**src/common/l3c_pkg.sv**
```systemverilog
/*
 * Shared types for the last-level cache slice
 * Word and byte address vectors
 * Upstream request and memory burst command structs
 * Controller state encoding
 */
package l3c_pkg;

	// One data word on both the upstream and the memory side
	typedef logic [31:0] word_t;

	// Byte address, word aligned in every transfer
	typedef logic [31:0] addr_t;

	// Byte offset bits inside one word
	localparam int WORD_BYTES_LOG = 2;

	// Upstream single-word request
	// wdata is ignored for reads
	typedef struct packed {
		logic  write;
		addr_t addr;
		word_t wdata;
	} cpu_req_t;

	// Memory burst command, always one full line
	// Address is line aligned
	typedef struct packed {
		logic  write;
		addr_t addr;
	} mem_cmd_t;

	// Controller states
	// Free accepts a request, tag checks the lookup
	// Evict writes back a dirty victim, refill loads the line
	// The two response states hold the answer until it transfers
	typedef enum logic [2:0] {
		L3C_FREE,
		L3C_TAG,
		L3C_EVICT,
		L3C_REFILL,
		L3C_RSP_READ,
		L3C_RSP_WRITE
	} l3c_state_e;

endpackage

```
**src/mem_burst_port.sv**
```systemverilog
`timescale 1ns/1ps
/*
 * Memory-side burst engine
 * Issues one line command, then streams write beats
 * or collects read beats, and signals completion
 */
module mem_burst_port import l3c_pkg::*; #(
	parameter int LINE_WORDS = 8,
	localparam int OFF_W = $clog2(LINE_WORDS)
) (
	input  logic             clk,
	input  logic             rst_n,
	input  logic             burst_start,
	input  mem_cmd_t         burst_cmd,
	input  word_t            evict_word,
	output mem_cmd_t         mem_cmd,
	output logic             mem_cmd_valid,
	input  logic             mem_cmd_ready,
	output word_t            mem_wdata,
	output logic             mem_wlast,
	output logic             mem_wvalid,
	input  logic             mem_wready,
	input  logic             mem_bvalid,
	output logic             mem_bready,
	input  word_t            mem_rdata,
	input  logic             mem_rlast,
	input  logic             mem_rvalid,
	output logic             mem_rready,
	output logic [OFF_W-1:0] beat_idx,
	output logic             beat_strobe,
	output word_t            beat_data,
	output logic             burst_done
);

	typedef enum logic [2:0] {
		BP_IDLE,
		BP_CMD,
		BP_WDATA,
		BP_WRESP,
		BP_RDATA
	} bp_state_e;

	bp_state_e        state;
	mem_cmd_t         cmd_q;
	logic [OFF_W-1:0] beat_cnt;
	logic             done_q;
	logic             w_fire;
	logic             r_fire;
	logic             last_wbeat;

	// Command held from start until the memory takes it
	assign mem_cmd       = cmd_q;
	assign mem_cmd_valid = (state == BP_CMD);

	// Write beats straight from the store output
	assign mem_wvalid = (state == BP_WDATA);
	assign mem_wdata  = evict_word;
	assign last_wbeat = (beat_cnt == OFF_W'(LINE_WORDS - 1));
	assign mem_wlast  = mem_wvalid & last_wbeat;
	assign w_fire     = mem_wvalid & mem_wready;

	assign mem_bready = (state == BP_WRESP);
	assign mem_rready = (state == BP_RDATA);
	assign r_fire     = mem_rready & mem_rvalid;

	// During writeback point one beat ahead on a transfer,
	// since the store read takes one cycle
	assign beat_idx    = w_fire ? beat_cnt + OFF_W'(1) : beat_cnt;
	assign beat_strobe = r_fire;
	assign beat_data   = mem_rdata;
	assign burst_done  = done_q;

	always_ff @(posedge clk or negedge rst_n) begin
		if (!rst_n) begin
			state    <= BP_IDLE;
			beat_cnt <= '0;
			done_q   <= 1'b0;
		end else begin
			done_q <= 1'b0;
			case (state)
				BP_IDLE: begin
					if (burst_start) begin
						state    <= BP_CMD;
						beat_cnt <= '0;
					end
				end
				BP_CMD: begin
					if (mem_cmd_ready)
						state <= cmd_q.write ? BP_WDATA : BP_RDATA;
				end
				BP_WDATA: begin
					if (w_fire) begin
						beat_cnt <= beat_cnt + OFF_W'(1);
						if (last_wbeat)
							state <= BP_WRESP;
					end
				end
				BP_WRESP: begin
					// Writeback counts as done once memory acknowledges it
					if (mem_bvalid) begin
						state  <= BP_IDLE;
						done_q <= 1'b1;
					end
				end
				BP_RDATA: begin
					if (r_fire) begin
						beat_cnt <= beat_cnt + OFF_W'(1);
						if (mem_rlast) begin
							state  <= BP_IDLE;
							done_q <= 1'b1;
						end
					end
				end
				default: state <= BP_IDLE;
			endcase
		end
	end

	// Command payload, captured on start
	always_ff @(posedge clk) begin
		if (burst_start && (state == BP_IDLE))
			cmd_q <= burst_cmd;
	end

endmodule

```
**config.mk**
```make
export PLATFORM = sky130hd
export DESIGN_NAME = mem_burst_port
export DESIGN_NICKNAME = d
export VERILOG_FILES = /design/src/common/l3c_pkg.sv /design/src/mem_burst_port.sv
export SDC_FILE = /design/constraint.sdc
export NUM_CORES = 1
export LEC_CHECK = 0
export ABC_AREA = 1
export BUFFER_PORTS_ARGS = -buffer_cell sky130_fd_sc_hd__buf_2
export CORE_AREA = 2 2 82 84
export DETAILED_ROUTE_END_ITERATION = 10
export DIE_AREA = 0 0 84 86
export HOLD_SLACK_MARGIN = 0.03
export PLACE_DENSITY = 0.86
export SKIP_LAST_GASP = 1
export SLEW_MARGIN = 20
export SYNTH_ARGS = -nofsm -noshare
export SYNTH_HDL_FRONTEND = slang
export SYNTH_SLANG_ARGS = --single-unit
```
**constraint.sdc**
```tcl
create_clock -name clk -period 12.1 [get_ports clk]
set_clock_uncertainty 0.05 [all_clocks]
set_input_delay 0.605 -clock clk [delete_from_list [all_inputs] [get_ports clk]]
set_output_delay 0.605 -clock clk [all_outputs]
set_load 0.01 [all_outputs]
```
==> flow_results.org, run 1 <==
** Timing
- The worst pin sits at a relative slew slack of 65.3%.
- Of the available clock period, the critical path in the final layout requires 19.2%.
- Final period demand of the worst path :: 2.33 ns
- Setup total negative slack :: 0 ns
- Setup repair after global routing left no endpoint under its margin.
- For the pin with the worst max-slew slack, the measured transition is 0.516 ns.
- Final count of negative-setup-slack endpoints :: 0
- Max Clock Freq :: 430 MHz
- Final hold analysis gives a worst-case slack of 0.0947 ns.
- Setup WS post-layout :: 9.77 ns
- Number of hold violations in the final report :: 0
- Final Slew Violations :: 0

** Pwr
- Sequential cells burn 45.8% of the power.
- Of the total power, the share spent switching nets is 36.8%.
- The analysis attributes to cell leakage a power of 1.06 nW.
- The worst-case IR drop observed on VDD is 0.0810 mV.
- Internal Dissipation :: 0.294 mW
- Power density over cell area :: 209 nW/um2
- Combinational share of power :: 36.2%
- The clock network is responsible for 18.0% of the overall power.
- The analysis attributes to net switching a power of 0.171 mW.

** Clock tree
- Once the clock tree was built, the resizer swapped 0 gates to a different size.
- In this run the post-CTS setup repair buffer count came out at 0.
- TritonCTS built the clock tree.
- Sinks on the clock net :: 40
- CTS built an H-tree with a depth of 2.
- Total clock buffers created by CTS :: 5
- After clock tree synthesis, the clock-pin slew on the worst setup and hold paths is 0.08 ns.
- Post-CTS Hold Fix Bufs :: 0
- Clock insertion delay at the later pin of the skew report :: 0.29 ns
- CTS placed an instance of sky130_fd_sc_hd__clkbuf_8 at the clock tree root.
- Max Root-Sink Buffers :: 2

** Die
- The initialized floorplan defines 29 standard-cell rows.
- Once the floorplan was initialized, standard cells occupied 33.7% of the core.
- IO Count :: 212
- Measured along the x axis, the die boundary spans 84 um.
- Core box area :: 6280 um2
- From bottom edge to top edge, the die measures 86 um.
- The floorplan step defined a die boundary enclosing 7220 um2.

** Placement
- Prior to clock tree synthesis, the placed netlist has a worst setup slack of 10.06 ns.
- Summed over all nets, the half-perimeter wirelength after detailed placement is 3370 um.
- The congestion estimate from routability-driven global placement came to 0.758.
- In this run the cell area measured after placement is 2140 um2.
- In this run the tool buffered the top-level ports with 83 buffer cells.

** Logic synthesis
- Counting every net in the synthesized netlist gives 298.
- Among all cell types in the netlist, the one instantiated most often is sky130_fd_sc_hd__buf_4.
- Synth async-reset ratio :: 17.5%
- Summing the sequential cell areas from Yosys gives 55.1% of the chip area.
- Syn. warnings :: 0
- Number of enable-type register cells in the synthesized netlist :: 33
- The cell area that synthesis handed to floorplanning was 2110 um2.
- Synthesis inferred 40 register bits.
- A synthesized cell averages 11.1 um2.
- After synthesis, the largest area contributor takes up 46.9% of total cell area.
- The commonest cells after synthesis are sky130_fd_sc_hd__buf_4 (65), sky130_fd_sc_hd__edfxtp_1 (33), sky130_fd_sc_hd__nand2_1 (18), sky130_fd_sc_hd__inv_1 (16), sky130_fd_sc_hd__nor2_1 (9).
- Number of library cell types mapped by synthesis :: 21
- sky130_fd_sc_hd__edfxtp_1 takes more of the synthesized area than any other cell.
- Synthesized netlist cell count :: 191
- The most used flip-flop cell after synthesis is sky130_fd_sc_hd__edfxtp_1.
- Sorting the synthesized cells by area gives the leading types as sky130_fd_sc_hd__edfxtp_1 (47%), sky130_fd_sc_hd__buf_4 (23%), sky130_fd_sc_hd__dfrtp_1 (8.3%).

** Setup path
- In this run the worst path has a maximum fanout of 4.
- Termination of the worst setup path :: beat_idx[2]
- For this design, the slowest cell found on the critical path is sky130_fd_sc_hd__dfrtp_1.
- Length in cells of the worst reg-to-reg path :: 2
- Maximum cell stage delay along the critical path :: 0.41 ns
- Tracing the worst setup path back leads to its startpoint at beat_cnt[0].
- Kind of end point of the critical path :: primary output
- The critical path in this run is classified as flip-flop to primary output.
- The worst register-to-register path ends at mem_cmd[14].
- The most numerous cell type found on the critical path is sky130_fd_sc_hd__ha_1.
- Data required, critical path :: 11.44 ns
- Data arrival at the endpoint of the critical path :: 1.67 ns
- The startpoint identified for the worst register-to-register timing path is state[1].
- STA classifies the critical path startpoint as a flip-flop.
- The critical path goes through ha_1, ha_1, inv_1, nand4_1, and2_1, buf_2.
- Reg2Reg Setup Slack :: 10.11 ns

** Outcome
- The run finished with clean final reports.

** Global routing
- Entering global routing, the biggest net connects 31 pins.
- For this run the aggregate overflow at the end of global routing stands at 0.
- The number of antenna violations at the first check in global routing is 0.
- In the global route stage, overall resource usage came out at 11.2%.
- Vias in the first global route :: 1296
- Global-route wire length before repair :: 6220 um

** Hold path
- The min-delay analysis places its worst path in the category input port to asynchronous set/reset pin.

** Finish
- The post-route netlist has 52.8% of its cells at a drive strength greater than 1.
- The area growth from synthesis to layout is 5.09%.
- At the end of the flow, the number of nets in the layout was 323.
- Final std cell area, no fill :: 2220 um2
- 0 antenna diodes ended up in the layout.
- Cells fill 35.4% of the core in the end.

** Detailed routing
- The detailed router finished its first iteration with 65 violations.
- The routed design has 4140 um of wire.
- Post-detailed-route count of antenna-violating nets :: 0
- Across all layers, the routed design uses 1269 vias.
- DR vias/cell :: 4.33
- The first TritonRoute pass finished after 4 iterations.
- Residual DRC count :: 0
- After detailed routing, the average wire length per cell comes to 14.1 um.

** Flow run
- Max Cap Violations :: 0
==> worst min-delay path by stage <==
stage / start / end / slack, ns / cells past startpoint
5_1_grt: rst_n / state[1] / 0.1 / 1
6_report: rst_n / state[1] / 0.09 / 1
3_5_place_dp: rst_n / burst_done / 0.41 / 1
2_1_floorplan: rst_n / beat_cnt[0] / 0.26 / 0
3_3_place_gp: rst_n / burst_done / 0.41 / 1
4_1_cts: rst_n / state[1] / 0.09 / 1
==> placed cells by master, fill, tap and decap left out, drive strengths merged <==
cell       n
nand4      3
nor2      14
clkbuf     5
edfxtp    33
nor4       1
a22o       1
clkinv     1
and2       2
buf       84
nand3     12
nand2     24
ha         2
o21ai      1
clkinvlp   1
dfrtp      7
inv       21
a21oi      4
==> power by group through the flow <==
stage	Combinational [mW]	Clock, mW	Sequential, mW
global placement	0.165	0	0.214
finish	0.168	0.0837	0.213
CTS	0.171	0.0860	0.213
detailed placement	0.170	0	0.216
floorplan	0.123	0	0.226
global route	0.191	0.0916	0.217
==> metrics by stage <==
step	total power, mW	std cells
after floorplan	0.350	191
after global placement	0.379	286
after detailed placement	0.387	286
after CTS	0.471	293
after global routing	0.500	293
final	0.465	293
==> layout make-up <==
type / instances / area (um2)
tap: 77 / 96.3
clock inverter: 2 / 12.5
inverter: 21 / 78.8
multi-input combinational: 64 / 377
timing repair buffer: 84 / 423
fill: 606 / 4060
clock buffer: 5 / 68.8
sequential: 40 / 1170
==> flip-flops by register name, indices dropped and copies added, names as in the netlist <==
register and cells:
beat_cnt 3, state 3, mem_cmd 33, burst_done 1
==> routing by layer <==
metal | vias to the layer above | share of wire, % | global-route usage [%]
met5 | - | 0 | 0
met4 | 0 | 2.5 | 5.43
met3 | 20 | 11 | 5.29
met2 | 78 | 53 | 21.3
met1 | 570 | 33 | 9.90
li1 | 601 | - | -
==> worst max-delay path, delay by kind of cell (launching register included) <==
family / cells / cell delay, ns
adders and majority gates: 2 / 0.47
buffers and inverters: 2 / 0.21
DFF: 1 / 0.41
and+or+nand+nor: 2 / 0.30
==> cells by family after synthesis <==
group,Yosys count,share of synthesized area (%)
buffers and inverters,87,27.3
flip-flops,40,55.1
adder cells (fa/ha/maj),2,1.18
AND/OR/NAND/NOR,56,14.6
AO/OA/AOI/OAI,6,1.77
No activity file was read; power rests on OpenSTA's default activity.
==> inputs of run 2 (changes only) <==
- clock period: 12.1 -> 2.4 ns (I/O delays scaled with it)
==> run 2 against run 1 <==
Design area is 17% higher. First-iteration DRC count is 20% higher. Die area stayed put. Cell count is 13% higher. Worst hold slack better by 0.050 ns. Sequential power grew to 5.1 times the previous value. Critical path depth is 1 lower. Critical endpoint is now burst_done. Sequential share of layout area is 7.6 points lower. Worst setup slack worse by 9.3 ns. Clock power grew to 5.1 times the previous value. Flip-flop and latch count stayed put. Largest power group unchanged. Power grew to 5.2 times the previous value.
==> flow_results.org, run 2 (synthesized netlist as in run 1, its figures left out) <==
** Die
- Effective utilization at floorplan :: 33.7% (unchanged)
- The total die area is 7220 um2 (unchanged).
- IO Count :: 212 (unchanged)
- Core box area :: 6280 um2 (unchanged)
- The die outline height is 86 um (unchanged).
- The standard-cell row count is 29 (unchanged).
- Die width :: 84 um (unchanged)

** Finish
- Count of antenna diodes in the layout :: 0 (unchanged)
- The final non-filler cell area was 2600 um2 (+17%).
- The area growth from synthesis to layout is 22.9%.
- The number of nets in the layout came to 360 (+11%).
- Share of layout cells above drive strength 1 :: 45.5% (-7.3 points)
- Commonest non-fill, non-tap cells in the layout :: sky130_fd_sc_hd__buf_2 (83), sky130_fd_sc_hd__dlygate4sd3_1 (36), sky130_fd_sc_hd__edfxtp_1 (33)
- The number of flip-flops in the largest register came to 33 (unchanged).
- Leaving out fill and tap cells, the most frequent cell in the layout is sky130_fd_sc_hd__buf_2.

** Pwr
- LEAKAGE :: 1.22 nW (+15%)
- The net load switching power is 0.887 mW (+420%).
- The maximum vdd drop was 0.405 mV (+400%).
- Internal Dissipation :: 1.53 mW (+420%)
- The part of the power in the clock network came to 17.5% (-0.5 points).
- Sequential share of power :: 44.8% (-1.0 points)
- The switching portion of total power is 36.6% (-0.19 points).
- The power per standard cell area came to 931 nW/um2 (+350%).
- The proportion of power drawn by combinational gates was 37.6% (+1.4 points).

** Global routing
- The global-route wire length before repair was 6980 um (+12%).
- Initial antenna violation count :: 0 (unchanged)
- The via count of the first global-routing pass was 1388 (+7.1%).
- GR Layer Usage met3 :: 4.81% (-0.48 points)
- After global routing, the most crowded layer is met2.
- Pin count of the biggest net entering global routing :: 24 (-23%)
- The overall routing resource usage came to 12.7% (+1.5 points).
- The global-route track usage on met2 was 23.5% (+2.2 points).
- The global-route congestion overflow total is 0 (unchanged).
- GR Layer Usage met1 :: 12.0% (+2.1 points)

** Timing
- Transition time at the pin with the least slew margin :: 0.518 ns (+0.00165 ns)
- RSZ-0062 raised after global routing :: false
- Counting I/O delays and the setup requirement, the final critical path takes 1.95 ns.
- The setup TNS after final layout was 0 ns (unchanged).
- The remaining max-slew budget at the tightest pin came to 65.5% (+0.18 points).
- Final count of negative-setup-slack endpoints :: 0 (unchanged)
- The worst path uses 81.4% of the clock period.
- The final-report max-slew violation count was 0 (unchanged).
- The total count of hold-check failures in the final report is 0 (unchanged).
- Timing would allow up to 512 MHz.

** Clock tree
- Clock tree root driver cell :: sky130_fd_sc_hd__clkbuf_8
- The number of sinks handled by clock tree synthesis was 40 (unchanged).
- The maximum clock path buffer count was 2 (unchanged).
- The number of post-CTS setup repair buffers was 0 (unchanged).
- The number of gates resized after cts came to 0 (unchanged).
- The latest clock arrival within the worst-skew pair was 0.29 ns (about the same).
- The number of levels the H-tree was split into came to 2 (unchanged).
- CTS tree :: done
- Post-CTS Hold Fix Bufs :: 36 (+36)
- The clock transition at the register clock pins on the worst setup and hold paths after CTS was 0.08 ns (about the same).
- Total clock buffers created by CTS :: 5 (unchanged)

** Detailed routing
- The overall via count from detail_route was 1419 (+12%).
- DR vias/cell :: 4.30 (-0.72%)
- The first-pass iteration count of the detailed router was 4 (unchanged).
- The detailed-route wire length per cell came to 14.1 um (-0.40%).
- Final wirelength :: 4640 um (+12%)
- 1st-iter DRT viols :: 78 (+20%)
- The number of DRC violations after detailed routing came to 0 (unchanged).
- The number of nets still failing antenna checks after routing is 0 (unchanged).

** Setup path
- The endpoint identified for the worst register-to-register timing path is burst_done.
- Maximum cell stage delay along the critical path :: 0.67 ns (+0.26 ns)
- STA classifies the critical path endpoint as a flip-flop.
- Buffers plus inverters on the worst setup path :: 1 (-1)
- Reg2Reg Setup Slack :: 0.45 ns (-9.66 ns)
- Family of cells with the greatest summed delay on the critical path :: flip-flops
- Critical path's slowest cell :: sky130_fd_sc_hd__dfrtp_1
- The worst-path maximum fanout was 12 (+8).
- Length in cells of the worst reg-to-reg path :: 5 (+3)
- Sort of element at the start of the critical path :: flip-flop
- The startpoint identified for the worst register-to-register timing path is state[1].
- Critical path start-end classification :: flip-flop to flip-flop
- The required time at the endpoint of the critical path came to 2.52 ns (-8.92 ns).
- The data arrival time of the critical path is 2.07 ns (+0.40 ns).
- Cells along the critical path :: nor2_2, nand2_1, nor2_1, a22o_1, dlygate4sd3_1

** Placement
- Dpl cell area :: 2160 um2 (+0.76%)
- Final estimated routing congestion in global placement :: 0.883 (+17%)
- The post-detailed-placement half-perimeter wirelength came to 3370 um (about the same).
- The count of buffers inserted at the top-level ports is 83 (unchanged).

** Hold path
- Hold WC Path Type :: input port to asynchronous set/reset pin

** Flow run
- Max Cap Violations :: 0 (unchanged)

** Outcome
- The run finished with clean final reports.
-- run 2: changes by cell type in the layout (fill, tap and decap cells not counted) --
cell                            previous run  this run
sky130_fd_sc_hd__buf_4                     1         2
sky130_fd_sc_hd__dlygate4sd3_1             0        36
sky130_fd_sc_hd__nor4_2                    1         0
sky130_fd_sc_hd__nor4_4                    0         1
-- run 2: stage by stage --
step	std cells	utilization, %	worst slack, ns	hold WS, ns	power (mW)
6_report	330	41.4	0.447	0.145	2.42
5_1_grt	330	41.4	0.346	0.158	2.60
4_1_cts	330	41.4	0.473	0.139	2.44
3_5_place_dp	287	34.4	0.751	-0.0775	1.96
3_3_place_gp	287	34.4	0.834	-0.0814	1.93
2_1_floorplan	191	-	0.196	-0.226	1.77
-- run 2: layout make-up --
type	instances	area, um2
repair buffers	121	791
multi-input cells	64	385
inverters	21	78.8
clock inverters	2	12.5
clock buffers	5	68.8
fillers	593	3680
flip-flops and latches	40	1170
well taps	77	96.3
-- run 2: per-layer routing --
layer | up-vias | wire length [um] | part of all wire (%)
li1 | 678 | - | -
met1 | 621 | 1530 | 33
met2 | 88 | 2520 | 54
met3 | 32 | 432 | 9.3
met4 | 0 | 158 | 3.4
met5 | - | 0 | 0
-- run 2: worst register-to-register path, stage by stage, from the launching register on --
cell                            delay (ns)
sky130_fd_sc_hd__dfrtp_1              0.67
sky130_fd_sc_hd__nor2_2               0.10
sky130_fd_sc_hd__nand2_1              0.21
sky130_fd_sc_hd__nor2_1               0.09
sky130_fd_sc_hd__a22o_1               0.17
sky130_fd_sc_hd__dlygate4sd3_1        0.54
-- run 2: power groups by stage --
stage | combinational, mW | sequential [mW] | clock, mW
finish | 0.911 | 1.09 | 0.424
global route | 1.02 | 1.11 | 0.474
CTS | 0.916 | 1.08 | 0.444
detailed placement | 0.865 | 1.10 | 0
global placement | 0.843 | 1.08 | 0
floorplan | 0.635 | 1.13 | 0
-- run 2: how the worst max path moves through the flow --
stage          startpoint         end  slack (ns)  depth (start not counted)
2_1_floorplan    state[1]  mem_cmd[0]        0.20                          2
3_3_place_gp     state[1]  mem_cmd[0]        0.83                          2
3_5_place_dp     state[1]  mem_cmd[5]        0.75                          2
4_1_cts          state[1]  burst_done        0.47                          5
5_1_grt          state[1]  burst_done        0.35                          5
6_report         state[1]  burst_done        0.45                          5
