[config.mk]
export PLATFORM = sky130hd
export DESIGN_NAME = l3c_ctrl
export DESIGN_NICKNAME = d
export VERILOG_FILES = /design/src/common/l3c_pkg.sv /design/src/cache_core/l3c_ctrl.sv
export SDC_FILE = /design/constraint.sdc
export NUM_CORES = 1
export LEC_CHECK = 0
export ABC_AREA = 1
export BUFFER_PORTS_ARGS = -buffer_cell sky130_fd_sc_hd__buf_4
export CAP_MARGIN = 20
export CORE_AREA = 2 2 117 119
export DETAILED_ROUTE_END_ITERATION = 6
export DIE_AREA = 0 0 119 121
export PLACE_DENSITY = 0.8
export SYNTH_ARGS = -nofsm -noshare
export SYNTH_HDL_FRONTEND = slang
export SYNTH_SLANG_ARGS = --single-unit
[constraint.sdc]
create_clock -name clk -period 4.37 [get_ports clk]
set_clock_uncertainty 0.2 [all_clocks]
set_input_delay 0.6555 -clock clk [delete_from_list [all_inputs] [get_ports clk]]
set_output_delay 0.6555 -clock clk [all_outputs]
set_load 0.01 [all_outputs]
[src/common/l3c_pkg.sv]
/*
 * Shared types for the last-level cache slice
 * Word and byte address vectors
 * Upstream request and memory burst command structs
 * Controller state encoding
 */
package l3c_pkg;

	// One data word on both the upstream and the memory side
	typedef logic [31:0] word_t;

	// Byte address, word aligned in every transfer
	typedef logic [31:0] addr_t;

	// Byte offset bits inside one word
	localparam int WORD_BYTES_LOG = 2;

	// Upstream single-word request
	// wdata is ignored for reads
	typedef struct packed {
		logic  write;
		addr_t addr;
		word_t wdata;
	} cpu_req_t;

	// Memory burst command, always one full line
	// Address is line aligned
	typedef struct packed {
		logic  write;
		addr_t addr;
	} mem_cmd_t;

	// Controller states
	// Free accepts a request, tag checks the lookup
	// Evict writes back a dirty victim, refill loads the line
	// The two response states hold the answer until it transfers
	typedef enum logic [2:0] {
		L3C_FREE,
		L3C_TAG,
		L3C_EVICT,
		L3C_REFILL,
		L3C_RSP_READ,
		L3C_RSP_WRITE
	} l3c_state_e;

endpackage

[src/cache_core/l3c_ctrl.sv]
`timescale 1ns/1ps
/*
 * Blocking cache controller
 * Request latch and lookup FSM
 * Hit responses, dirty eviction and line refill sequencing
 */
module l3c_ctrl import l3c_pkg::*; #(
	parameter int LINE_WORDS = 8,
	parameter int SETS       = 16,
	localparam int OFF_W = $clog2(LINE_WORDS),
	localparam int IDX_W = $clog2(SETS),
	localparam int TAG_W = 32 - WORD_BYTES_LOG - OFF_W - IDX_W
) (
	input  logic             clk,
	input  logic             rst_n,
	input  cpu_req_t         req,
	input  logic             req_valid,
	output logic             req_ready,
	output word_t            rsp_data,
	output logic             rsp_valid,
	input  logic             rsp_ready,
	input  logic             hit,
	input  logic             victim_valid,
	input  logic             victim_dirty,
	input  logic [TAG_W-1:0] victim_tag,
	input  word_t            rd_word,
	input  logic [OFF_W-1:0] beat_idx,
	input  logic             beat_strobe,
	input  word_t            beat_data,
	input  logic             burst_done,
	output logic [IDX_W-1:0] lookup_index,
	output logic [OFF_W-1:0] word_sel,
	output logic [TAG_W-1:0] lookup_tag,
	output logic             store_wr,
	output word_t            store_wdata,
	output logic             fill_tag,
	output logic             set_dirty,
	output logic             burst_start,
	output mem_cmd_t         burst_cmd
);

	typedef logic [TAG_W-1:0] tag_t;
	typedef logic [IDX_W-1:0] index_t;
	typedef logic [OFF_W-1:0] offset_t;

	l3c_state_e state;
	cpu_req_t   req_q;
	word_t      rsp_data_q;
	logic       rsp_valid_q;
	logic       req_fire;
	logic       rsp_fire;
	logic       rsp_first;
	logic       need_evict;
	tag_t       req_tag;
	index_t     req_index;
	index_t     new_index;
	offset_t    req_offset;
	addr_t      fill_addr;
	addr_t      evict_addr;

	// Address fields of the held request
	assign req_tag    = req_q.addr[31 -: TAG_W];
	assign req_index  = req_q.addr[WORD_BYTES_LOG + OFF_W +: IDX_W];
	assign req_offset = req_q.addr[WORD_BYTES_LOG +: OFF_W];
	// Index of the incoming request, looked up while still free
	assign new_index  = req.addr[WORD_BYTES_LOG + OFF_W +: IDX_W];

	// Line aligned burst addresses
	assign fill_addr  = {req_tag, req_index, {(OFF_W + WORD_BYTES_LOG){1'b0}}};
	assign evict_addr = {victim_tag, req_index, {(OFF_W + WORD_BYTES_LOG){1'b0}}};

	assign req_ready = (state == L3C_FREE);
	assign req_fire  = req_valid & req_ready;
	assign rsp_fire  = rsp_valid_q & rsp_ready;
	// First cycle in a response state, before rsp_valid rises
	assign rsp_first = ((state == L3C_RSP_READ) | (state == L3C_RSP_WRITE)) & ~rsp_valid_q;
	// Only modified lines go back to memory
	assign need_evict = victim_valid & victim_dirty;

	assign rsp_valid = rsp_valid_q;
	assign rsp_data  = rsp_data_q;

	always_ff @(posedge clk or negedge rst_n) begin
		if (!rst_n) begin
			state       <= L3C_FREE;
			rsp_valid_q <= 1'b0;
		end else begin
			case (state)
				L3C_FREE: begin
					if (req_fire)
						state <= L3C_TAG;
				end
				L3C_TAG: begin
					// Registered tag and state bits are valid here
					if (hit)
						state <= req_q.write ? L3C_RSP_WRITE : L3C_RSP_READ;
					else if (need_evict)
						state <= L3C_EVICT;
					else
						state <= L3C_REFILL;
				end
				L3C_EVICT: begin
					if (burst_done)
						state <= L3C_REFILL;
				end
				L3C_REFILL: begin
					// Look up again, this time it hits
					if (burst_done)
						state <= L3C_TAG;
				end
				L3C_RSP_READ, L3C_RSP_WRITE: begin
					if (rsp_fire)
						state <= L3C_FREE;
				end
				default: state <= L3C_FREE;
			endcase
			// Response held until the upstream takes it
			if (rsp_first)
				rsp_valid_q <= 1'b1;
			else if (rsp_fire)
				rsp_valid_q <= 1'b0;
		end
	end

	always_ff @(posedge clk) begin
		if (req_fire)
			req_q <= req;
		// Read word arrives from the store one cycle after the tag state
		if (rsp_first)
			rsp_data_q <= (state == L3C_RSP_WRITE) ? req_q.wdata : rd_word;
	end

	always_comb begin
		lookup_index = (state == L3C_FREE) ? new_index : req_index;
		// Bursts walk the line, everything else targets the request word
		if ((state == L3C_EVICT) || (state == L3C_REFILL))
			word_sel = beat_idx;
		else
			word_sel = req_offset;
	end

	assign lookup_tag = req_tag;

	// Refill beats and the write hit are the only store updates
	assign fill_tag    = (state == L3C_REFILL) & beat_strobe;
	assign set_dirty   = (state == L3C_RSP_WRITE) & rsp_first;
	assign store_wr    = fill_tag | set_dirty;
	assign store_wdata = (state == L3C_REFILL) ? beat_data : req_q.wdata;

	// Miss starts either writeback or refill; writeback chains into refill
	assign burst_start     = ((state == L3C_TAG) & ~hit) | ((state == L3C_EVICT) & burst_done);
	assign burst_cmd.write = (state == L3C_TAG) & need_evict;
	assign burst_cmd.addr  = burst_cmd.write ? evict_addr : fill_addr;

endmodule

==> metrics.txt, run 1 <==
GRT met1 Usage=17.16%; IO buf count=289; WS Path Type=reg2out; vias in the first global route=3560; CTS Buf Count=9; Crit path required time=3.51 ns; DRC Markers=0; most used cell, CP=buf_4; # fillers=1182; Psw=1220 uW; post-route cell area=0.007042 sq mm; DP HPWL=9524 um; highest-delay cell along the critical path=nand3_2; yosys warns=0; initial antenna violation count=0; gr busiest metal=met2; Area contributors post-synth=edfxtp_1 62%, nand2_1 7.7%, inv_1 5.4%; placed insts=874; detail-routed via count per cell=4.290; n_diodes=0; setup TNS=0 ns; area leader, netlist=edfxtp_1; final hold vios=0; CTS root buffer=clkbuf_16; setup bufs post-CTS=0; Clk pin slew, worst setup/hold paths=0.07 ns; sequential fraction of the synthesis area=63.80%; clock tree buffer depth=2; area of the multi-input gates=0.001105 sq mm; Post-synth EDFFs=95; PnR worst setup slack=1.120 ns; nets=874; Post-Syn Area=0.004628 sq mm; MaxCap Viol Count=0; WL final=12220 um; Place WS=1.480 ns; DRT Pass-1 Iters=4; Gate power share=39.4%; worst skew pair latency=0.34 ns; routing usage on met3=5.357%; gr usage total=16.23%; status=finished, final reports clean; Yosys cell types=19; ANT nets after route=0; Reg area=0.002953 sq mm; P_leak=0.003426 uW; mean routed wirelength per cell=13.71 um; internal cell power=2344 uW; top cell type's share of synthesized area=61.64%; nature of the critical path endpoint=output port; Cell Pwr Density=506.0 mW/mm^2; Slew headroom=34.48%; vias=3822; Slew @ Worst Pin=0.9805 ns; core area=0.01309 sq mm; Syn-to-layout area delta=52.15%; WP buf/inv=3; hold slack=0.2807 ns; layout cells sized above 1=46.15%; Ports=297; grt total ovfl=0; clock share of power=21.4%; average size of a mapped cell=10.24 sq um; Startpoint Class=flip-flop; htree depth=3; Final Wtd Congestion=0.7628; Critical Path AT=2.39 ns; met2 usage=29.92%; Finished Layout Cells=891; family with the most delay on the worst path=simple AND/OR/NAND/NOR gates; CTS tree=built; crit path max fanout=50; dpl cell area=0.006745 sq mm; Die ar.=0.01440 sq mm; Final period util=74.38%; commonest cells in the netlist=95 x edfxtp_1, 95 x nand2_1, 67 x inv_1, 40 x nor2_1, 34 x o21ai_0; HP Class=in2reg; initial core utilization=35.37%; Cells after Synth=452; number of clock sinks=99; pin count of the biggest net entering global routing=51; crit-path cells=inv_1 -> nand3_2 -> buf_4 -> nor2_1 -> a21oi_1 -> buf_4; row count=42; DRT iter0 DRCs=214; # setup viols final=0; top_reg_cell synth=edfxtp_1; crit-path max cell delay=0.66 ns; first-pass GRT wire length=17770 um; min Tclk post-route=3.250 ns; Yosys reg bits=99; Die Y=121 um; Sw Share=34.23%; Synth async-reset ratio=4.040%; die width=119 um; unrepaired setup endpoints after global routing=false; Peak VDD IR=0.0002731 V; sequential power share=39.2%; Max Clk Rate=307.7 MHz; Pins Over Slew Limit=0
-- timing repair --
item / CTS / global route
hold buffers: 1 / 0
resized for setup: 0 / 0
endpoints found under the hold margin: 4 / 0
-- routing by layer --
layer / wire length (um) / vias to the layer above
li1: - / 1952
met1: 4508 / 1678
met2: 6487 / 175
met3: 1023 / 17
met4: 195 / 0
met5: 0 / -
-- area by class of cell --
| cell class | count | share of cell area, % |
|---|---|---|
| well taps | 176 | 3.127 |
| clock buffers | 9 | 3.198 |
| multi-input cells | 238 | 15.69 |
| repair buffers | 294 | 31.56 |
| clock inverters | 7 | 0.8706 |
| inverters | 68 | 3.625 |
| flip-flops and latches | 99 | 41.93 |
-- stage by stage --
| step | utilization [%] | total power (uW) |
|---|---|---|
| 4_1_cts | 53.82 | 3618 |
| 6_report | 53.82 | 3563 |
| 5_1_grt | 53.82 | 3783 |
| 3_5_place_dp | 51.55 | 2841 |
| 2_1_floorplan | - | 2166 |
| 3_3_place_gp | 51.55 | 2810 |
-- path summary, 6_finish.rpt --
kind | start | endpoint | slack (ns) | depth (start not counted)
worst max-delay path | state[2]$_DFFE_PN0P_ | store_wdata[2] | 1.12 | 6
worst min-delay path | req[10] | req_q[10]$_DFFE_PP_ | 0.28 | 1
worst max register to register | state[0]$_DFFE_PN0P_ | lookup_tag[14]$_DFFE_PP_ | 2.03 | 4
worst min register to register | req_q[6]$_DFFE_PP_ | rsp_data[6]$_DFFE_PP_ | 0.42 | 2
max in group asynchronous | rst_n | state[0]$_DFFE_PN0P_ | 3.40 | 2
min in group asynchronous | rst_n | rsp_valid$_DFFE_PN0P_ | 0.46 | 2
-- kinds of logic after synthesis --
family          count (synthesis)  synth area share, %
compound gates                 91                11.00
buf+inv                       119                13.19
flops                          99                63.80
other cells                     1              0.08103
simple gates                  142                11.92
-- layout by cell type, fill, tap and decap left out, types with 3 or more instances in the layout --
cell         n
nand2_1     95
dfrtp_1      4
nor2_1      38
a21oi_1     33
nand3_1      3
conb_1       5
inv_1       67
clkbuf_16    9
nand3_2      3
o21ai_2     14
o21ai_0     34
edfxtp_1    95
buf_4      292
o21ai_1      9
-- worst reg2reg max path, stage by stage (launching register included) --
cell and delay (ns):
dfrtp_1 0.45, nor2_1 0.15, nand2_1 0.20, nor2_4 0.70, buf_12 0.32
-- registers in the layout (all words and copies together) (netlist names) --
name,flops
evict_addr,4
req_q,33
req_offset,3
rsp_valid,1
lookup_tag,23
rsp_data,32
state,3
-- power by group through the flow --
stage	sequential [uW]	clock, uW	combinational (uW)
2_1_floorplan	1440	0	721
3_3_place_gp	1410	0	1400
3_5_place_dp	1420	0	1420
4_1_cts	1400	791	1430
5_1_grt	1420	820	1540
6_report	1400	763	1400
No activity file was read; power rests on OpenSTA's default activity.
==> run 2: changes to the inputs <==
==> config.mk (replaced) <==
export PLATFORM = sky130hd
export DESIGN_NAME = l3c_ctrl
export DESIGN_NICKNAME = d
export VERILOG_FILES = /design/src/common/l3c_pkg.sv /design/src/cache_core/l3c_ctrl.sv
export SDC_FILE = /design/constraint.sdc
export NUM_CORES = 1
export LEC_CHECK = 0
export ABC_AREA = 0
export BUFFER_PORTS_ARGS = -buffer_cell sky130_fd_sc_hd__buf_4
export CAP_MARGIN = 20
export CORE_AREA = 2 2 116 118
export DETAILED_ROUTE_END_ITERATION = 6
export DIE_AREA = 0 0 118 120
export PLACE_DENSITY = 0.84
export SYNTH_ARGS = -nofsm -noshare
export SYNTH_HDL_FRONTEND = slang
export SYNTH_SLANG_ARGS = --single-unit
==> constraint.sdc (replaced) <==
create_clock -name clk -period 2.8 [get_ports clk]
set_clock_uncertainty 0.2 [all_clocks]
set_input_delay 0.42 -clock clk [delete_from_list [all_inputs] [get_ports clk]]
set_output_delay 0.42 -clock clk [all_outputs]
set_load 0.01 [all_outputs]
==> run 2 against run 1 <==
  * Sequential share of layout area shrank 0.54 points
  * Synthesized cell count shrank 40%
  * Via count shrank 15%
  * Register-to-register slack lost 1.5 ns
  * Clock power grew 63%
  * Final cell count shrank 19%
  * Combinational power grew 61%
  * Sequential cell count is the same
  * Utilization grew 1.1 points
  * Non-clock buffer count grew 3
  * First-iteration DRC count shrank 6.5%
  * Global-route usage grew 1.1 points
==> metrics.txt, run 2 <==
Max Clk Rate=370.4 MHz; crit path max fanout=19 (was 50); commonest cells in the netlist=95 x edfxtp_1, 66 x mux2_2, 34 x buf_4, 28 x mux2_4, 5 x buf_6 (was 95 x edfxtp_1, 95 x nand2_1, 67 x inv_1, 40 x nor2_1, 34 x o21ai_0); Ports=297 (unchanged); Post-Syn Area=0.004656 sq mm (was 0.004628 sq mm); unrepaired setup endpoints after global routing=false (unchanged); row count=42 (unchanged); Worst Reg-to-Reg Cells=3 (was 4); most frequent cell after synthesis=edfxtp_1; vias=3254 (was 3822); DP HPWL=9589 um (was 9524 um); core area=0.01298 sq mm (was 0.01309 sq mm); ANT nets after route=0 (unchanged); Slew @ Worst Pin=0.6357 ns (was 0.9805 ns); initial antenna violation count=1 (was 0); sequential power share=38.9% (was 39.2%); Reg area=0.002953 sq mm (unchanged); IO buf count=289 (unchanged); sequential fraction of the synthesis area=63.42% (was 63.80%); Pins Over Slew Limit=0 (unchanged); area leader, netlist=edfxtp_1 (unchanged); Startpoint Class=flip-flop (unchanged); WL final=12360 um (was 12220 um); detail-routed via count per cell=4.526 (was 4.290); pin count of the biggest net entering global routing=64 (was 51); internal cell power=4013 uW (was 2344 uW); Yosys reg bits=99 (unchanged); nets=701 (was 874); Final Wtd Congestion=0.7730 (was 0.7628); Yosys cell types=31 (was 19); yosys warns=0 (unchanged); Crit path required time=2.18 ns (was 3.51 ns); Post-synth EDFFs=95 (unchanged); mean routed wirelength per cell=17.18 um (was 13.71 um); commonest cells after routing, fill and taps aside=293 x buf_4, 95 x edfxtp_1, 66 x mux2_2 (was 292 x buf_4, 95 x nand2_1, 95 x edfxtp_1); final hold vios=0 (unchanged); Clk pin slew, worst setup/hold paths=0.07 ns (about the same); Cell Pwr Density=802.5 mW/mm^2 (was 506.0 mW/mm^2); P_leak=0.003140 uW (was 0.003426 uW); CTS root buffer=clkbuf_16 (unchanged); Largest register FFs=33 (unchanged); Final period util=96.43%; clock share of power=21.6% (was 21.4%); die width=118 um (was 119 um); htree depth=3 (unchanged); initial core utilization=35.87% (was 35.37%); nature of the critical path endpoint=output port (unchanged); WS Path Type=reg2out (unchanged); most common cell after layout, fill and taps aside=buf_4 (unchanged); gr usage total=17.31% (was 16.23%); Syn-to-layout area delta=53.21% (was 52.15%); status=finished, final reports clean (unchanged); worst skew pair latency=0.34 ns (about the same); top_reg_cell synth=edfxtp_1 (unchanged); Area contributors post-synth=edfxtp_1 61%, mux2_2 16%, mux2_4 9.0% (was edfxtp_1 62%, nand2_1 7.7%, inv_1 5.4%); Die ar.=0.01416 sq mm (was 0.01440 sq mm); min Tclk post-route=2.700 ns; average size of a mapped cell=17.31 sq um (was 10.24 sq um); Slew headroom=57.48% (was 34.48%); DRT iter0 DRCs=200 (was 214); Critical Path AT=2.08 ns (was 2.39 ns); Place WS=0.4369 ns (was 1.480 ns); layout cells sized above 1=76.57% (was 46.15%); vias in the first global route=3461 (was 3560); grt total ovfl=0 (unchanged); Psw=1711 uW (was 1220 uW); Sw Share=29.89% (was 34.23%); PnR worst setup slack=0.09997 ns (was 1.120 ns); Cells after Synth=269 (was 452); setup TNS=0 ns (unchanged); CTS Buf Count=9 (unchanged); Die Y=120 um (was 121 um); CTS tree=built (unchanged); setup bufs post-CTS=0 (unchanged); Gate power share=39.5% (was 39.4%); Synth async-reset ratio=4.040% (unchanged); # setup viols final=0 (unchanged); Peak VDD IR=0.0003795 V (was 0.0002731 V); Hold Path Stages=1 (unchanged); # fillers=1041 (was 1182); register bank with the most flops=req_q (unchanged); MaxCap Viol Count=0 (unchanged); first-pass GRT wire length=18720 um (was 17770 um); area of the multi-input gates=0.001379 sq mm (was 0.001105 sq mm); DRT Pass-1 Iters=4 (unchanged); top cell type's share of synthesized area=61.27% (was 61.64%); DRC Markers=0 (unchanged); HP Class=in2reg (unchanged); clock tree buffer depth=2 (unchanged); number of clock sinks=99 (unchanged)
==> run 2: changes by cell type in the layout (fill, tap and decap cells not counted), sizes merged, moves of 2 or more <==
cell / previous run / this run
clkbuf: 9 / 11
a21oi: 33 / 3
nor2: 40 / 2
mux2: 0 / 94
buf: 293 / 296
nand2: 95 / 4
inv: 71 / 5
o21ai: 57 / 0
nand3: 6 / 2
==> run 2: layer usage <==
layer  wire length (um)  GRT usage [%]
met1               4392          18.04
met2               6556          31.90
met3               1123          5.751
met4                283          7.154
met5                  0              0
==> run 2: critical path: stages, from the launching register on <==
cell and delay [ns]:
dfrtp_1 0.58, inv_4 0.10, or3_2 0.50, buf_4 0.26
o22ai_1 0.16, buf_4 0.15
==> run 2: logic make-up after synthesis <==
family | Yosys count | share of synthesized area, %
flops | 99 | 63.42
mux | 95 | 25.21
buf+inv | 49 | 7.686
simple gates | 18 | 2.634
compound gates | 7 | 0.9676
other cells | 1 | 0.08055
==> run 2: final cells by class <==
| type | count | area share [%] |
|---|---|---|
| well taps | 176 | 3.087 |
| flip-flops and latches | 99 | 41.40 |
| inverters | 5 | 0.2982 |
| clock inverters | 5 | 0.7543 |
| clock buffers | 11 | 3.403 |
| repair buffers | 297 | 31.70 |
| multi-input cells | 125 | 19.33 |
| diodes | 1 | 0.03508 |
==> run 2: path summary, 6_finish.rpt <==
kind / from / to / slack (ns)
setup / recovery: state[2]$_DFFE_PN0P_ / store_wr / 0.1
hold / removal: req[24] / req_q[24]$_DFFE_PP_ / 0.05
min in group asynchronous: rst_n / state[0]$_DFFE_PN0P_ / 0.21
hold reg to reg: req_q[10]$_DFFE_PP_ / rsp_data[10]$_DFFE_PP_ / 0.38
setup reg to reg: state[1]$_DFFE_PN0P_ / req_q[18]$_DFFE_PP_ / 0.51
max in group asynchronous: rst_n / state[2]$_DFFE_PN0P_ / 2.08
==> run 2: stage by stage <==
stage | instance area (sq um) | utilization, % | hold WS, ns | power [uW] | instances
2_1_floorplan | 4677 | - | -0.07559 | 3527 | 273
6_report | 7133 | 54.95 | 0.05266 | 5724 | 719
3_3_place_gp | 6820 | 52.54 | 0.01631 | 4487 | 701
3_5_place_dp | 6820 | 52.54 | 0.02064 | 4549 | 701
5_1_grt | 7131 | 54.94 | 0.03018 | 6006 | 718
4_1_cts | 7127 | 54.91 | 0.03413 | 5807 | 718
==> run 2: power groups by stage <==
stage / Clock, uW / Sequential (uW) / Combinational, uW
after global routing: 1330 / 2270 / 2410
after detailed placement: 0 / 2260 / 2290
after CTS: 1280 / 2230 / 2300
after global placement: 0 / 2240 / 2250
after floorplan: 0 / 2250 / 1280
final: 1240 / 2230 / 2260
==> run 2: repair_timing <==
| action | in CTS | in global routing |
|---|---|---|
| hold endpoints to repair | 4 | 0 |
| resized for setup | 0 | 1 |
| setup endpoints to repair | 0 | 23 |
| hold buffers | 1 | 0 |
==> run 3: changes to the inputs <==
--- a/config.mk
+++ b/config.mk
@@ -5,13 +5,13 @@
 export SDC_FILE = /design/constraint.sdc
 export NUM_CORES = 1
 export LEC_CHECK = 0
-export ABC_AREA = 0
+export ABC_AREA = 1
 export BUFFER_PORTS_ARGS = -buffer_cell sky130_fd_sc_hd__buf_4
 export CAP_MARGIN = 20
 export CORE_AREA = 2 2 116 118
 export DETAILED_ROUTE_END_ITERATION = 6
 export DIE_AREA = 0 0 118 120
-export PLACE_DENSITY = 0.84
+export PLACE_DENSITY = 0.83
 export SYNTH_ARGS = -nofsm -noshare
 export SYNTH_HDL_FRONTEND = slang
 export SYNTH_SLANG_ARGS = --single-unit
==> run 3 against run 2 <==
  * Final cell count up 24%
  * Non-clock buffer count down 1
  * Sequential cell count unchanged
  * Worst hold slack worse by 0.0016 ns
  * Count of clock-buffer cells in the layout unchanged
==> metrics.txt, run 3 (synthesized netlist as in run 1, its figures left out) <==
status=finished, final reports clean (unchanged); core area=0.01298 sq mm (unchanged); initial antenna violation count=0 (was 1); clock tree buffer depth=2 (unchanged); setup TNS=0 ns (unchanged); gr usage total=17.97% (was 17.31%); WS Path Type=reg2out (unchanged); Peak VDD IR=0.0005745 V (was 0.0003795 V); # setup viols final=0 (unchanged); Startpoint Class=flip-flop (unchanged); PnR worst setup slack=0.2964 ns (was 0.09997 ns); initial core utilization=35.66% (was 35.87%); Final period util=89.41% (was 96.43%); n_diodes=0 (was 1); nature of the critical path endpoint=output port (unchanged); htree depth=3 (unchanged); vias=3968 (was 3254); Slew headroom=64.72% (was 57.48%); WP buf/inv=3 (unchanged); crit-path max cell delay=0.45 ns (was 0.58 ns); GRT met1 Usage=20.33% (was 18.04%); Cell Pwr Density=790.4 mW/mm^2 (was 802.5 mW/mm^2); register bank with the most flops=req_q (unchanged); Pins Over Slew Limit=0 (unchanged); number of clock sinks=99 (unchanged); nets=876 (was 701); mean routed wirelength per cell=14.46 um (was 17.18 um); routing usage on met3=4.610% (was 5.751%); Clk pin slew, worst setup/hold paths=0.07 ns (about the same); met2 usage=32.59% (was 31.90%); family with the most delay on the worst path=buffers and inverters (was flip-flops); DRT Pass-1 Iters=4 (unchanged); HP Class=in2reg (unchanged); DP HPWL=10000 um (was 9589 um); crit-path cells=inv_2 -> nor3_2 -> nand3_2 -> buf_4 -> o21ai_1 -> buf_4 (was inv_4 -> or3_2 -> buf_4 -> o22ai_1 -> buf_4); Crit path required time=2.18 ns (about the same); CTS Buf Count=9 (unchanged); detail-routed via count per cell=4.443 (was 4.526); Place WS=0.6484 ns (was 0.4369 ns); IO buf count=289 (unchanged); gr busiest metal=met2 (unchanged); first-pass GRT wire length=19710 um (was 18720 um); Final Wtd Congestion=0.8028 (was 0.7730); highest-delay cell along the critical path=dfrtp_1 (unchanged); worst skew pair latency=0.34 ns (about the same); grt total ovfl=0 (unchanged); vias in the first global route=3945 (was 3461); final hold vios=0 (unchanged); post-route cell area=0.007046 sq mm (was 0.007133 sq mm); Largest register FFs=33 (unchanged); Die ar.=0.01416 sq mm (unchanged); ANT nets after route=0 (unchanged); most used cell, CP=buf_4 (unchanged); commonest cells after routing, fill and taps aside=293 x buf_4, 95 x nand2_1, 95 x edfxtp_1 (was 293 x buf_4, 95 x edfxtp_1, 66 x mux2_2); CTS root buffer=clkbuf_16 (unchanged); Critical Path AT=1.88 ns (was 2.08 ns); pin count of the biggest net entering global routing=67 (was 64); Max Clk Rate=399.4 MHz (was 370.4 MHz); Die Y=120 um (unchanged); row count=42 (unchanged); min Tclk post-route=2.504 ns (was 2.700 ns); P_leak=0.003431 uW (was 0.003140 uW); MaxCap Viol Count=0 (unchanged); DRC Markers=0 (unchanged); dpl cell area=0.006773 sq mm (was 0.006820 sq mm); Ports=297 (unchanged); WL final=12920 um (was 12360 um); layout cells sized above 1=45.75% (was 76.57%); CTS tree=built (unchanged); crit path max fanout=47 (was 19); die width=118 um (unchanged); most common cell after layout, fill and taps aside=buf_4 (unchanged); unrepaired setup endpoints after global routing=false (unchanged); Syn-to-layout area delta=52.23% (was 53.21%); post-CTS sizing=0 (unchanged); Slew @ Worst Pin=0.5292 ns (was 0.6357 ns); DRT iter0 DRCs=247 (was 200)
-- run 3: cell type report --
class | count | area, sq um
sequential | 99 | 2953
tap | 176 | 220.2
inverter | 68 | 255.2
multi-input combinational | 238 | 1105
clock inverter | 5 | 30.03
fill | 1141 | 5934
clock buffer | 11 | 232.7
timing repair buffer | 296 | 2250
-- run 3: worst paths after layout --
path	startpoint	to	slack (ns)	cells past startpoint
setup / recovery	state[0]$_DFFE_PN0P_	burst_cmd[26]	0.30	6
hold / removal	req[42]	lookup_tag[1]$_DFFE_PP_	0.05	1
setup reg to reg	state[2]$_DFFE_PN0P_	req_q[30]$_DFFE_PP_	0.94	4
hold reg to reg	req_q[20]$_DFFE_PP_	rsp_data[20]$_DFFE_PP_	0.41	2
max in group asynchronous	rst_n	rsp_valid$_DFFE_PN0P_	2.08	2
min in group asynchronous	rst_n	state[1]$_DFFE_PN0P_	0.22	2
-- run 3: timing repair --
action / 4_1_cts / 5_1_grt
setup endpoints to repair: 0 / 0
hold buffers: 1 / 0
endpoints found under the hold margin: 4 / 0
setup buffers: 0 / 0
-- run 3: metal layers --
metal	part of all wire, %	up-vias
met3	8.8	14
met1	37	1800
met2	52	196
met4	1.6	0
li1	-	1958
met5	0	-
-- run 3: stage by stage --
step	std cells	total power, uW	util, %	hold slack (ns)
final	893	5569	54.28	0.05103
after floorplan	456	3370	-	-0.07559
after detailed placement	876	4511	52.18	0.02387
after global placement	876	4452	52.18	0.02000
after global routing	893	5915	54.28	0.03485
after CTS	893	5640	54.28	0.03422
-- run 3: where the power goes --
part	internal, uW	total, uW	switching, uW
clock network	599	1120	516
logic	1010	2250	1240
registers	2040	2200	155
total	3660	5570	1910
